$ cat config.mk
export PLATFORM = sky130hd
export DESIGN_NAME = spi_stepper_top
export DESIGN_NICKNAME = d
export VERILOG_FILES = /design/src/hdl/spi_ctrl_pkg.sv /design/src/hdl/axil_reg_block.sv /design/src/hdl/sck_bit_timer.sv /design/src/hdl/spi_frame_shifter.sv /design/src/hdl/spi_stepper_top.sv /design/src/hdl/spi_xfer_fsm.sv
export SDC_FILE = /design/constraint.sdc
export NUM_CORES = 1
export LEC_CHECK = 0
export ABC_CLOCK_PERIOD_IN_PS = 5350
export BUFFER_PORTS_ARGS = -buffer_cell sky130_fd_sc_hd__buf_2
export CORE_MARGIN = 2
export CORE_UTILIZATION = 55
export CTS_CLUSTER_DIAMETER = 120
export DETAILED_ROUTE_END_ITERATION = 8
export GPL_TIMING_DRIVEN = 0
export PLACE_DENSITY = 0.8
export RECOVER_POWER = 100
export SYNTH_ARGS = -nofsm -noshare
export SYNTH_HDL_FRONTEND = slang
export SYNTH_SLANG_ARGS = --single-unit
$ cat constraint.sdc
create_clock -name clk_25mhz -period 5.35 [get_ports clk_25mhz]
set_input_delay 0.535 -clock clk_25mhz [delete_from_list [all_inputs] [get_ports clk_25mhz]]
set_output_delay 0.535 -clock clk_25mhz [all_outputs]
set_load 0.005 [all_outputs]
$ cat src/hdl/spi_ctrl_pkg.sv
// ~~~~~~~~~~~~~~~~~~~~~~~~~~~~~~~~~~~~~~~~~~~~~~~~~~~~~~~~~~~~~~~~~~~~
// widths, register map and types of the SPI stepper controller
// SCK ratio is fixed here, there is no runtime divider
// ~~~~~~~~~~~~~~~~~~~~~~~~~~~~~~~~~~~~~~~~~~~~~~~~~~~~~~~~~~~~~~~~~~~~
package spi_ctrl_pkg;

  localparam int FRAME_BITS    = 40;
  localparam int CS_LINES      = 12;
  localparam int CS_SEL_BITS   = 4;
  localparam int SCK_HALF_CLKS = 8;
  localparam int ADDR_BITS     = 8;
  localparam int DATA_BITS     = 32;
  localparam int STRB_BITS     = DATA_BITS / 8;
  localparam int HALF_CNT_BITS = $clog2(SCK_HALF_CLKS);
  // one spare count so the bit counter can pass the last bit
  localparam int BIT_CNT_BITS  = $clog2(FRAME_BITS + 1);

  typedef logic [FRAME_BITS-1:0]  frame_t;
  typedef logic [CS_SEL_BITS-1:0] cs_sel_t;
  typedef logic [CS_LINES-1:0]    cs_lines_t;
  typedef logic [ADDR_BITS-1:0]   axil_addr_t;
  typedef logic [DATA_BITS-1:0]   axil_data_t;
  typedef logic [STRB_BITS-1:0]   axil_strb_t;
  typedef logic [1:0]             axil_resp_t;

  // byte addresses, word aligned
  localparam axil_addr_t REG_TX_UPPER = 8'h00;
  localparam axil_addr_t REG_TX_LOWER = 8'h04;
  localparam axil_addr_t REG_RX_UPPER = 8'h08;
  localparam axil_addr_t REG_RX_LOWER = 8'h0C;
  localparam axil_addr_t REG_CONFIG   = 8'h10;
  localparam axil_addr_t REG_STATUS   = 8'h14;

  localparam axil_resp_t RESP_OKAY   = 2'b00;
  localparam axil_resp_t RESP_SLVERR = 2'b10;

  typedef struct packed {
    axil_addr_t awaddr;
    logic       awvalid;
    axil_data_t wdata;
    axil_strb_t wstrb;
    logic       wvalid;
    logic       bready;
    axil_addr_t araddr;
    logic       arvalid;
    logic       rready;
  } axil_req_t;

  typedef struct packed {
    logic       awready;
    logic       wready;
    axil_resp_t bresp;
    logic       bvalid;
    logic       arready;
    axil_data_t rdata;
    axil_resp_t rresp;
    logic       rvalid;
  } axil_rsp_t;

  // start is a single-cycle pulse
  typedef struct packed {
    frame_t  tx_frame;
    cs_sel_t cs_sel;
    logic    start;
  } spi_ctrl_t;

  typedef enum logic [1:0] {
    IDLE,
    SELECT,
    SHIFT,
    FINISH
  } xfer_state_t;

endpackage

$ cat src/hdl/axil_reg_block.sv
// ~~~~~~~~~~~~~~~~~~~~~~~~~~~~~~~~~~~~~~~~~~~~~~~~~~~~~~~~~~~~~~~~~~~~
// AXI4-Lite slave, single outstanding write and read, exact address match
// start is only issued while the engine reports ready
// ~~~~~~~~~~~~~~~~~~~~~~~~~~~~~~~~~~~~~~~~~~~~~~~~~~~~~~~~~~~~~~~~~~~~
`timescale 1ns/100ps

module axil_reg_block (
  input  logic                    clk_25mhz,
  input  logic                    arst_n,
  input  spi_ctrl_pkg::axil_req_t axil_req,
  output spi_ctrl_pkg::axil_rsp_t axil_rsp,
  input  spi_ctrl_pkg::frame_t    rx_frame,
  input  logic                    ready,
  output spi_ctrl_pkg::spi_ctrl_t spi_ctrl
);

  // one ready serves both aw and w
  logic                     awready;
  logic                     bvalid;
  spi_ctrl_pkg::axil_resp_t bresp;
  logic                     arready;
  logic                     rvalid;
  spi_ctrl_pkg::axil_data_t rdata;
  spi_ctrl_pkg::axil_resp_t rresp;

  spi_ctrl_pkg::frame_t     tx_frame;
  spi_ctrl_pkg::cs_sel_t    cs_sel;
  logic                     start;

  logic                     wr_fire;
  logic                     rd_fire;
  spi_ctrl_pkg::axil_data_t rd_data;
  spi_ctrl_pkg::axil_resp_t rd_resp;

  assign wr_fire = awready && axil_req.awvalid && axil_req.wvalid;
  assign rd_fire = arready && axil_req.arvalid;

  // write channel and register updates
  always_ff @(posedge clk_25mhz or negedge arst_n) begin
    if (!arst_n) begin
      awready  <= 1'b0;
      bvalid   <= 1'b0;
      bresp    <= spi_ctrl_pkg::RESP_OKAY;
      tx_frame <= '0;
      cs_sel   <= '0;
      start    <= 1'b0;
    end else begin
      awready <= axil_req.awvalid && axil_req.wvalid && !bvalid && !awready;
      start   <= 1'b0;
      if (bvalid && axil_req.bready) begin
        bvalid <= 1'b0;
      end
      if (wr_fire) begin
        bvalid <= 1'b1;
        bresp  <= spi_ctrl_pkg::RESP_OKAY;
        case (axil_req.awaddr)
          spi_ctrl_pkg::REG_TX_UPPER: begin
            if (axil_req.wstrb[0]) begin
              tx_frame[spi_ctrl_pkg::FRAME_BITS-1:spi_ctrl_pkg::DATA_BITS] <=
                axil_req.wdata[spi_ctrl_pkg::FRAME_BITS-spi_ctrl_pkg::DATA_BITS-1:0];
            end
          end
          spi_ctrl_pkg::REG_TX_LOWER: begin
            for (int i = 0; i < spi_ctrl_pkg::STRB_BITS; i++) begin
              if (axil_req.wstrb[i]) begin
                tx_frame[i*8 +: 8] <= axil_req.wdata[i*8 +: 8];
              end
            end
          end
          spi_ctrl_pkg::REG_CONFIG: begin
            if (axil_req.wstrb[0]) begin
              cs_sel <= axil_req.wdata[spi_ctrl_pkg::CS_SEL_BITS:1];
              // start while busy is dropped
              start  <= axil_req.wdata[0] && ready;
            end
          end
          default: bresp <= spi_ctrl_pkg::RESP_SLVERR;
        endcase
      end
    end
  end

  // read channel handshake
  always_ff @(posedge clk_25mhz or negedge arst_n) begin
    if (!arst_n) begin
      arready <= 1'b0;
      rvalid  <= 1'b0;
    end else begin
      arready <= axil_req.arvalid && !rvalid && !arready;
      if (rvalid && axil_req.rready) begin
        rvalid <= 1'b0;
      end
      if (rd_fire) begin
        rvalid <= 1'b1;
      end
    end
  end

  // read data held until the next accepted read
  always_ff @(posedge clk_25mhz) begin
    if (rd_fire) begin
      rdata <= rd_data;
      rresp <= rd_resp;
    end
  end

  always_comb begin
    rd_data = '0;
    rd_resp = spi_ctrl_pkg::RESP_OKAY;
    case (axil_req.araddr)
      spi_ctrl_pkg::REG_TX_UPPER:
        rd_data = spi_ctrl_pkg::axil_data_t'(tx_frame[spi_ctrl_pkg::FRAME_BITS-1:
                                                        spi_ctrl_pkg::DATA_BITS]);
      spi_ctrl_pkg::REG_TX_LOWER: rd_data = tx_frame[spi_ctrl_pkg::DATA_BITS-1:0];
      spi_ctrl_pkg::REG_RX_UPPER:
        rd_data = spi_ctrl_pkg::axil_data_t'(rx_frame[spi_ctrl_pkg::FRAME_BITS-1:
                                                        spi_ctrl_pkg::DATA_BITS]);
      spi_ctrl_pkg::REG_RX_LOWER: rd_data = rx_frame[spi_ctrl_pkg::DATA_BITS-1:0];
      // start bit always reads back as zero
      spi_ctrl_pkg::REG_CONFIG:   rd_data = spi_ctrl_pkg::axil_data_t'({cs_sel, 1'b0});
      spi_ctrl_pkg::REG_STATUS:   rd_data = spi_ctrl_pkg::axil_data_t'(ready);
      default:                    rd_resp = spi_ctrl_pkg::RESP_SLVERR;
    endcase
  end

  assign axil_rsp = '{awready: awready, wready: awready, bresp: bresp, bvalid: bvalid,
                      arready: arready, rdata: rdata, rresp: rresp, rvalid: rvalid};

  assign spi_ctrl = '{tx_frame: tx_frame, cs_sel: cs_sel, start: start};

endmodule

$ cat src/hdl/sck_bit_timer.sv
// ~~~~~~~~~~~~~~~~~~~~~~~~~~~~~~~~~~~~~~~~~~~~~~~~~~~~~~~~~~~~~~~~~~~~
// half-period and bit counters for the SPI engine, idle between frames
// ~~~~~~~~~~~~~~~~~~~~~~~~~~~~~~~~~~~~~~~~~~~~~~~~~~~~~~~~~~~~~~~~~~~~
`timescale 1ns/100ps

module sck_bit_timer (
  input  logic                      clk_25mhz,
  input  logic                      arst_n,
  input  spi_ctrl_pkg::xfer_state_t state,
  output logic                      half_tick,
  output logic                      sck_phase,
  output logic                      last_bit
);

  logic [spi_ctrl_pkg::HALF_CNT_BITS-1:0] half_cnt;
  logic [spi_ctrl_pkg::BIT_CNT_BITS-1:0]  bit_cnt;

  assign half_tick = (state != spi_ctrl_pkg::IDLE) &&
                     (half_cnt == spi_ctrl_pkg::HALF_CNT_BITS'(spi_ctrl_pkg::SCK_HALF_CLKS - 1));
  assign last_bit  = (bit_cnt == spi_ctrl_pkg::BIT_CNT_BITS'(spi_ctrl_pkg::FRAME_BITS - 1));

  always_ff @(posedge clk_25mhz or negedge arst_n) begin
    if (!arst_n) begin
      half_cnt  <= '0;
      bit_cnt   <= '0;
      sck_phase <= 1'b0;
    end else if (state == spi_ctrl_pkg::IDLE) begin
      half_cnt  <= '0;
      bit_cnt   <= '0;
      sck_phase <= 1'b0;
    end else begin
      half_cnt <= half_tick ? '0 : half_cnt + 1'b1;
      if (state == spi_ctrl_pkg::SHIFT && half_tick) begin
        sck_phase <= ~sck_phase;
        // a bit is complete at the end of the high half
        if (sck_phase) begin
          bit_cnt <= bit_cnt + 1'b1;
        end
      end
    end
  end

endmodule

$ cat src/hdl/spi_frame_shifter.sv
// ~~~~~~~~~~~~~~~~~~~~~~~~~~~~~~~~~~~~~~~~~~~~~~~~~~~~~~~~~~~~~~~~~~~~
// mode 0 shift datapath, MSB first, index 12 to 15 selects no driver
// ~~~~~~~~~~~~~~~~~~~~~~~~~~~~~~~~~~~~~~~~~~~~~~~~~~~~~~~~~~~~~~~~~~~~
`timescale 1ns/100ps

module spi_frame_shifter (
  input  logic                      clk_25mhz,
  input  logic                      arst_n,
  input  spi_ctrl_pkg::spi_ctrl_t   spi_ctrl,
  input  spi_ctrl_pkg::xfer_state_t state,
  input  logic                      half_tick,
  input  logic                      sck_phase,
  input  logic                      miso,
  output logic                      sck,
  output logic                      mosi,
  output spi_ctrl_pkg::cs_lines_t   cs_n,
  output spi_ctrl_pkg::frame_t      rx_frame
);

  spi_ctrl_pkg::frame_t tx_shift;
  spi_ctrl_pkg::frame_t rx_shift;

  // active low one-hot, all high when out of range
  function automatic spi_ctrl_pkg::cs_lines_t cs_decode(input spi_ctrl_pkg::cs_sel_t sel);
    spi_ctrl_pkg::cs_lines_t lines;
    for (int i = 0; i < spi_ctrl_pkg::CS_LINES; i++) begin
      lines[i] = (sel != spi_ctrl_pkg::cs_sel_t'(i));
    end
    return lines;
  endfunction

  always_ff @(posedge clk_25mhz or negedge arst_n) begin
    if (!arst_n) begin
      tx_shift <= '0;
      rx_shift <= '0;
      sck      <= 1'b0;
      cs_n     <= '1;
    end else begin
      // frame and select latched once, register writes cannot disturb them
      if (spi_ctrl.start) begin
        tx_shift <= spi_ctrl.tx_frame;
        cs_n     <= cs_decode(spi_ctrl.cs_sel);
      end else if (state == spi_ctrl_pkg::FINISH && half_tick) begin
        cs_n <= '1;
      end
      if (state == spi_ctrl_pkg::SHIFT && half_tick) begin
        sck <= ~sck_phase;
        if (sck_phase) begin
          // falling edge, present next bit
          tx_shift <= {tx_shift[spi_ctrl_pkg::FRAME_BITS-2:0], 1'b0};
        end else begin
          // rising edge, sample
          rx_shift <= {rx_shift[spi_ctrl_pkg::FRAME_BITS-2:0], miso};
        end
      end
    end
  end

  assign mosi     = tx_shift[spi_ctrl_pkg::FRAME_BITS-1];
  assign rx_frame = rx_shift;

endmodule

$ cat src/hdl/spi_stepper_top.sv
// ~~~~~~~~~~~~~~~~~~~~~~~~~~~~~~~~~~~~~~~~~~~~~~~~~~~~~~~~~~~~~~~~~~~~
// SPI peripheral of the stepper controller, AXI4-Lite register access
// arst_n is taken as already clean, no debounce or synchronizer here
// ~~~~~~~~~~~~~~~~~~~~~~~~~~~~~~~~~~~~~~~~~~~~~~~~~~~~~~~~~~~~~~~~~~~~
`timescale 1ns/100ps

module spi_stepper_top (
  input  logic                    clk_25mhz,
  input  logic                    arst_n,
  input  spi_ctrl_pkg::axil_req_t axil_req,
  output spi_ctrl_pkg::axil_rsp_t axil_rsp,
  input  logic                    miso,
  output logic                    sck,
  output logic                    mosi,
  output spi_ctrl_pkg::cs_lines_t cs_n
);

  spi_ctrl_pkg::spi_ctrl_t   spi_ctrl;
  spi_ctrl_pkg::frame_t      rx_frame;
  spi_ctrl_pkg::xfer_state_t state;
  logic                      ready;
  logic                      half_tick;
  logic                      sck_phase;
  logic                      last_bit;

  axil_reg_block axil_reg_block_i (
    .clk_25mhz(clk_25mhz),
    .arst_n   (arst_n),
    .axil_req (axil_req),
    .axil_rsp (axil_rsp),
    .rx_frame (rx_frame),
    .ready    (ready),
    .spi_ctrl (spi_ctrl)
  );

  spi_xfer_fsm spi_xfer_fsm_i (
    .clk_25mhz(clk_25mhz),
    .arst_n   (arst_n),
    .start    (spi_ctrl.start),
    .half_tick(half_tick),
    .last_bit (last_bit),
    .sck_phase(sck_phase),
    .state    (state),
    .ready    (ready)
  );

  sck_bit_timer sck_bit_timer_i (
    .clk_25mhz(clk_25mhz),
    .arst_n   (arst_n),
    .state    (state),
    .half_tick(half_tick),
    .sck_phase(sck_phase),
    .last_bit (last_bit)
  );

  spi_frame_shifter spi_frame_shifter_i (
    .clk_25mhz(clk_25mhz),
    .arst_n   (arst_n),
    .spi_ctrl (spi_ctrl),
    .state    (state),
    .half_tick(half_tick),
    .sck_phase(sck_phase),
    .miso     (miso),
    .sck      (sck),
    .mosi     (mosi),
    .cs_n     (cs_n),
    .rx_frame (rx_frame)
  );

endmodule

$ cat src/hdl/spi_xfer_fsm.sv
// ~~~~~~~~~~~~~~~~~~~~~~~~~~~~~~~~~~~~~~~~~~~~~~~~~~~~~~~~~~~~~~~~~~~~
// frame sequencer, one frame per start pulse
// start is expected only while ready is high
// ~~~~~~~~~~~~~~~~~~~~~~~~~~~~~~~~~~~~~~~~~~~~~~~~~~~~~~~~~~~~~~~~~~~~
`timescale 1ns/100ps

module spi_xfer_fsm (
  input  logic                      clk_25mhz,
  input  logic                      arst_n,
  input  logic                      start,
  input  logic                      half_tick,
  input  logic                      last_bit,
  input  logic                      sck_phase,
  output spi_ctrl_pkg::xfer_state_t state,
  output logic                      ready
);

  spi_ctrl_pkg::xfer_state_t next_state;

  always_comb begin
    next_state = state;
    case (state)
      spi_ctrl_pkg::IDLE: begin
        if (start) begin
          next_state = spi_ctrl_pkg::SELECT;
        end
      end
      // chip select setup time before the first edge
      spi_ctrl_pkg::SELECT: begin
        if (half_tick) begin
          next_state = spi_ctrl_pkg::SHIFT;
        end
      end
      // leave on the falling edge that closes the last bit
      spi_ctrl_pkg::SHIFT: begin
        if (half_tick && sck_phase && last_bit) begin
          next_state = spi_ctrl_pkg::FINISH;
        end
      end
      // hold time after the last edge
      spi_ctrl_pkg::FINISH: begin
        if (half_tick) begin
          next_state = spi_ctrl_pkg::IDLE;
        end
      end
      default: next_state = spi_ctrl_pkg::IDLE;
    endcase
  end

  always_ff @(posedge clk_25mhz or negedge arst_n) begin
    if (!arst_n) begin
      state <= spi_ctrl_pkg::IDLE;
      ready <= 1'b1;
    end else begin
      state <= next_state;
      // ready follows the state register without lag
      ready <= (next_state == spi_ctrl_pkg::IDLE);
    end
  end

endmodule

* Yosys cells after proc, flatten, opt, wreduce, memory -nomap -nowiden *
Index checks and enable logic that the tools add are counted.

storage, ports and cells
  register bits after elaboration = 191
  latch bits = 0
  RAM bits = 0
  bits in read-only memories = 0
  bits of input ports = 60
  output and inout bits = 55
  word-level logic and storage cells = 117
  memories kept = 0

cells by class
  add/sub/neg operators = 2
  $mul = 0
  divide/modulo/power cells = 0
  $lt $le $gt $ge = 0
  equality and inequality tests = 23
  shifts and indexed selects = 0
  mux-type cells = 27
  bitwise operators = 1
  reductions and logical operators = 41

operators by type and width
  operator               number
  $pmux W32 S6           1
  $mux W40               3
  $eq A8 B5 Y1 const B   3
  $mux W12               2
  $mux W6                3
  $reduce_and A3 Y1      6
  $eq A8 B3 Y1 const B   2
  $eq A8 B4 Y1 const B   2
  $logic_and A1 B1 Y1    16
  $logic_not A8 Y1       2
  $ne A4 B3 Y1 const B   4
  $ne A4 B4 Y1 const B   4
  $mux W2                6
  $reduce_bool A2 Y1     6
  $mux W1                9
  $ne A4 B2 Y1 const B   2
  $pmux W2 S4            1
  $add A6 B1 Y6 const B  1
  $eq A6 B6 Y1 const B   1
  $mux W3                2
  $reduce_or A6 Y1       1
  $eq A2 B2 Y1 const B   2
  $logic_not A1 Y1       4
  $logic_not A2 Y1       2
  other kinds (8)        9

* Logic depth before layout (Yosys ltp) *
Gate-level depths: netlist of run 1.

  word-level depth = 7
  gate-level depth with buffers = 8
  gate-level depth less buffers = 5

* By module *
A second synthesis of run 1 with hierarchy kept.

second synthesis, totals
  cell total of the unflattened synthesis = 576
  area total of the unflattened synthesis = 8787.2 um2

by module, submodules not included
  module             times used  cells an instance  area each (um2)  sequential area each (um2)
  spi_frame_shifter  1           255                4356.7           2342.2
  axil_reg_block     1           263                3782.4           2242.2
  sck_bit_timer      1           48                 523.0            250.2
  spi_xfer_fsm       1           10                 125.1            76.3

* Worst setup path before layout of run 1 *
No wires, ideal clock.

  path type = in2reg
  from = input port axil_req[50] (netlist bit)
  to = register axil_reg_block_i.tx_frame[24]
  setup time = 125 ps
  arrival time = 2073 ps
  required time = 5225 ps
  slack = 3152 ps
  stages on the path = 4
  buffers on the path = 1
  path through = or4_1 buf_4 nor4_4 mux2_2

between the ends
  cells in the longest elaborated chain, start to end = 2

RTL lines
  element                         line                   source
  start: declaration              spi_stepper_top.sv:10  input spi_ctrl_pkg::axil_req_t axil_req,
  $eq A8 B3 Y1                    axil_reg_block.sv:56   case (axil_req.awaddr)
  $reduce_and A3 Y1 (no line)     -
  end signal: indexed assignment  axil_reg_block.sv:59   tx_frame[spi_ctrl_pkg::FRAME_BITS-1:spi_ctrl_pkg::DATA_BITS] <=
  end signal: indexed assignment  axil_reg_block.sv:66   tx_frame[i*8 +: 8] <= axil_req.wdata[i*8 +: 8];
  end: declaration                axil_reg_block.sv:26   spi_ctrl_pkg::frame_t tx_frame;

Every way passes these cells.
A chain may end at the register's enable or synchronous reset.

* Worst setup path in the final report of run 1 *
  from = input port axil_req[50] (netlist bit)
  to = register axil_reg_block_i.tx_frame[8]

Same word-level chain as after synthesis.

==> flow_summary.ini, run 1 <==
[clock_network]
cts_root_buf = clkbuf_16
post_cts.repair.setup_buffers = 0
cts_hold_buf = 0
numCtsBuffers = 17
clockBufferDepth = 2
cts_max_level = 4
clk_pin_slew_worst_paths_ns = 0.07
cts.sinks = 189
ctsResizeCount = 0
worstSkewPairLatency_ns = 0.44
tritoncts = done

[final_layout]
filler_cell_count = 1066
num_antenna_cells = 0
drive_gt1_frac = 0.301
area_delta_synth_final_pct = 15.4
final_nets = 822

[yosys]
ys_warn_count = 0
synth_top_cell_by_area = dfrtp_1
yosysSeqAreaShare = 0.597
synth.area.top_cells = dfrtp_1 44%, edfxtp_1 12%, mux2_2 12%
synth_xor_area_frac = 0.00213
synth.distinct_cells = 47
yosysMostFrequentCell = dfrtp_1
synthAdderAreaFrac = 0.00456
synth_top_area_share = 0.435
synth_top_flop_cell = dfrtp_1
ys_ff_latch = 189
synth-simple-area-share = 0.0972
synth_top_family_by_area = multiplexers
syn_area_mm2 = 0.00822
synthMuxAreaShare = 0.211
synth_compound_area_frac = 0.0613
synth_common_cells = 143 x dfrtp_1, 86 x mux2_2, 65 x mux2i_1, 48 x nand2_1, 48 x o21ai_0
async_flop_share = 0.825
synth_edf_count = 33
synthCells = 628
avgSynthCellArea_um2 = 13.1

[die]
dieArea_mm2 = 0.0159
pin_count = 115
core_mm2 = 0.0146
rows = 44
start_util = 0.564
fp.dieH_um = 126
die_w_um = 126

[drt]
avgRoutedWirePerCell_um = 18.9
firstDrtPassIters = 4
routed_wl_mm = 18.1
vias = 5493
drc_errors = 0
ant_nets = 0
initialDrtViolationCount = 322
avgViaCountPerCell = 5.75

[sta]
max_freq_mhz = 307
hold_violations = 0
fin_setup_tns_ns = 0
slew_violations = 169
finClkSkew_ns = 0.0128
setup_viol = 0
min_period_ns = 3.26
slew_headroom = -0.607
grt_setup_unrepaired = no
worst_pin_slew_ns = 2.41
period_share = 0.609

[worst_setup_path]
critPathTopFamily = simple AND/OR/NAND/NOR gates
max_stage_delay_ns = 1.77
critPathKind = input port to flop
cp.arrival_ns = 3.58
cp_max_fo = 8
worstPathRequired_ns = 5.67
worst-path-buf-inv = 2
critical_path.slowest_cell = nor4_1
r2r_slack_ns = 2.31
endpoint_kind = flop
start_kind = input port
crit_chain = buf_2, or4_1, clkbuf_1, nor4_1, mux2_2

[power_and_ir_drop]
total_power_uw = 2820
p_leak_uw = 0.00423
ir_drop_uv = 223
power.density_mw_per_mm2 = 298

[placement]
place_hpwl_mm = 12.5
port_buffers = 110
finalWeightedCongestion = 0.834

[job]
maxCapViolCount = 7

[grt]
grt_use_total = 0.236
overflow = 0
grt_pass1_wl_mm = 29.5
grt_max_degree = 89
antenna_found_initial = 0
grt_pass1_vias = 5695

[status]
outcome = finished, violations left
violations = max-capacitance violations, max-slew violations

[hold_path]
min_path_type = input port to async pin
[worst paths after layout]
| kind | start | end | cells past startpoint |
|---|---|---|---|
| max | axil_req[50] | axil_reg_block_i.tx_frame[8] | 5 |
| min | arst_n | sck_bit_timer_i.bit_cnt[4] | 1 |
| max reg2reg | axil_reg_block_i.awready | axil_reg_block_i.tx_frame[8] | 3 |
| min reg2reg | sck_bit_timer_i.half_cnt[0] | sck_bit_timer_i.half_cnt[0] | 1 |
| max in group asynchronous | arst_n | spi_frame_shifter_i.rx_frame[24] | 2 |
| min in group clk_25mhz | axil_req[10] | axil_reg_block_i.bvalid | 2 |
[metrics by stage]
stage	hold WS (ns)	std cells	setup slack (ns)	util	instance area, um2
after detailed placement	0.442	924	2.70	0.620	9040
after floorplan	0.239	629	3.15	-	8230
after global routing	0.137	956	1.91	0.650	9490
after CTS	0.125	956	2.78	0.659	9620
after global placement	0.429	923	1.56	0.617	9010
final	0.0892	956	2.09	0.650	9490
[placed cells by master (no fill, tap or decap), types with 17 or more instances in the layout]
cell and n:
buf_2 93, clkbuf_1 49, clkbuf_16 17, dfrtp_1 143, edfxtp_1 33, mux2_2 83
mux2i_1 65, nand2_1 48, nor2_1 33, o21ai_0 48
[cell families after synthesis]
| group | Yosys count |
|---|---|
| other cells | 1 |
| fa+ha+maj | 3 |
| compound gates | 83 |
| xor+xnor | 2 |
| flops | 189 |
| buf+inv | 50 |
| mux | 158 |
| simple gates | 142 |
[power by group]
group / internal (uW) / switching (uW)
logic: 42.6 / 68.6
registers: 1480 / 7.63
clock network: 619 / 606
total: 2140 / 682
[worst reg2reg max path: stages, from the launching register on]
cell     delay [ns]
dfrtp_1        0.39
nand3_1        0.29
nor4_1         1.80
mux2_2         0.46
[layout make-up]
cell class	count	area [um2]	area share
flip-flops and latches	189	4910	0.518
repair buffers	111	542	0.0571
well taps	184	230	0.0243
clock buffers	17	425	0.0448
inverters	7	26.3	0.00277
clock inverters	15	149	0.0157
multi-input cells	390	3020	0.318
plain buffers	43	188	0.0198
[per-layer routing]
metal  global-route usage  up-vias  share of wire
met1                0.310     2818           0.43
met5                    0        -              0
met4               0.0692        0          0.016
li1                     -     2524              -
met3               0.0561       23          0.045
met2                0.394      128           0.50
[registers in the layout, indices dropped and copies added, names as in the netlist]
name	cells
axil_reg_block_i.arready	1
axil_reg_block_i.awready	1
axil_reg_block_i.bresp	1
axil_reg_block_i.bvalid	1
axil_reg_block_i.cs_sel	4
axil_reg_block_i.rdata	32
axil_reg_block_i.rresp	1
axil_reg_block_i.rvalid	1
axil_reg_block_i.start	1
axil_reg_block_i.tx_frame	40
sck_bit_timer_i.bit_cnt	6
sck_bit_timer_i.half_cnt	3
sck_bit_timer_i.sck_phase	1
spi_frame_shifter_i.cs_n	12
spi_frame_shifter_i.rx_frame	40
spi_frame_shifter_i.sck	1
spi_frame_shifter_i.tx_shift	40
spi_xfer_fsm_i.ready	1
spi_xfer_fsm_i.state	2
(Power assumes the default switching activity.)
==> inputs of run 2 (changes only) <==
ABC_CLOCK_PERIOD_IN_PS = 2700   (was 5350)
CORE_UTILIZATION = 52   (was 55)
PLACE_DENSITY = 0.79   (was 0.8)
clock period = 2.7 ns   (was 5.35 ns; I/O delays follow)
==> flow_summary.ini, run 2 (synthesis results as in run 1) <==
[final_layout]
filler_cell_count = 1193
post-route-util = 0.625
stdcell_area_mm2 = 0.00957
drive_gt1_frac = 0.292
layout_commonest_cell = dfrtp_1
num_antenna_cells = 0
final_cell_mix = 143 x dfrtp_1, 86 x mux2_2, 77 x buf_2
final_nets = 824
area_delta_synth_final_pct = 16.4

[worst_setup_path]
endpoint_kind = flop
cp_max_fo = 10
crit_chain = ha_1, ha_1, clkbuf_1, and4b_1, clkbuf_1, clkbuf_1, nand2_1, o21ai_0
worstRegToRegCells = 8
max_stage_delay_ns = 0.46
start_kind = flop
critPathKind = flop to flop
worstPathRequired_ns = 3.04
cp.arrival_ns = 2.80
critical_path.slowest_cell = clkbuf_1
path_common_cell = clkbuf_1

[sta]
setup_viol = 0
period_share = 0.912
slew_headroom = -0.203
slew_violations = 71
hold_ws_ns = 0.0389
hold_violations = 0
fin_setup_tns_ns = 0
finClkSkew_ns = 0.00636
worst_pin_slew_ns = 1.80
grt_setup_unrepaired = no
max_freq_mhz = 406
min_period_ns = 2.46

[drt]
ant_nets = 0
avgRoutedWirePerCell_um = 18.3
routed_wl_mm = 18.0
vias = 5473
avgViaCountPerCell = 5.56
initialDrtViolationCount = 376
drc_errors = 0
firstDrtPassIters = 5

[clock_network]
tritoncts = done
post_cts.repair.setup_buffers = 0
cts_max_level = 4
cts_root_buf = clkbuf_16
clockBufferDepth = 2
clk_pin_slew_worst_paths_ns = 0.07
numCtsBuffers = 17
worstSkewPairLatency_ns = 0.43
cts.sinks = 189

[grt]
grt_max_degree = 87
grt_use_total = 0.226
grt_pass1_vias = 5633
antenna_found_initial = 0
grt_pass1_wl_mm = 29.0
overflow = 0

[die]
start_util = 0.537
core_mm2 = 0.0153
dieArea_mm2 = 0.0168
die_w_um = 130
rows = 45
pin_count = 115
fp.dieH_um = 130

[status]
violations = max-capacitance violations, max-slew violations
outcome = finished, violations left

[placement]
post_dp_cell_area_mm2 = 0.00910
port_buffers = 110
finalWeightedCongestion = 0.845
place_hpwl_mm = 12.6

[power_and_ir_drop]
ir_drop_uv = 475
p_leak_uw = 0.00424
total_power_uw = 5580
power.density_mw_per_mm2 = 582

[hold_path]
hold_depth = 2
min_path_type = input port to flop

[job]
maxCapViolCount = 1
run 2: cell type report:
cell class	count	area, um2	area share
sequential	189	4910	0.513
clock inverter	11	109	0.0114
timing repair buffer	113	561	0.0585
buffer	43	196	0.0205
clock buffer	21	450	0.0470
multi-input combinational	390	3060	0.319
tap	211	264	0.0276
inverter	7	26.3	0.00274
run 2: where the power goes:
group	leakage, uW	switching [uW]	internal, uW
Combinational	0.00153	140	89.0
Clock	0.000268	1090	1310
Sequential	0.00244	15.1	2930
run 2: per-layer routing:
metal	wire length, um	GRT usage
met2	9050	0.370
met5	0	0
met3	842	0.0447
met1	7740	0.301
met4	391	0.0873
run 2: worst paths after layout:
| path | from | slack, ns | end |
|---|---|---|---|
| setup reg to reg | sck_bit_timer_i.half_cnt[0] | 0.24 | spi_frame_shifter_i.tx_shift[31] |
| max in group asynchronous | arst_n | 0.67 | axil_reg_block_i.tx_frame[4] |
| min in group asynchronous | arst_n | 0.87 | sck_bit_timer_i.bit_cnt[3] |
| hold reg to reg | axil_reg_block_i.arready | 0.45 | axil_reg_block_i.arready |
| setup / recovery | sck_bit_timer_i.half_cnt[0] | 0.24 | spi_frame_shifter_i.tx_shift[31] |
| hold / removal | axil_req[10] | 0.04 | axil_reg_block_i.bvalid |
run 2: repair_timing:
action / in CTS / in global routing
gates resized for setup: 0 / 8
hold buffers: 1 / 0
endpoints found under the setup margin: 0 / 37
hold endpoints to repair: 57 / 0
run 2: worst max-delay path: cells and delay by family (launching register included):
family / cells / cell delay (ns)
AO/OA/AOI/OAI: 1 / 0.11
AND/OR/NAND/NOR: 2 / 0.39
flip-flops: 1 / 0.36
buffers and inverters: 3 / 1.22
adder cells (fa/ha/maj): 2 / 0.29
run 2: per-stage QoR:
stage               cells  setup slack [ns]
floorplan             629             0.681
global placement      950            -0.840
detailed placement    952             0.125
CTS                   985             0.101
global route          985            0.0486
finish                985             0.239
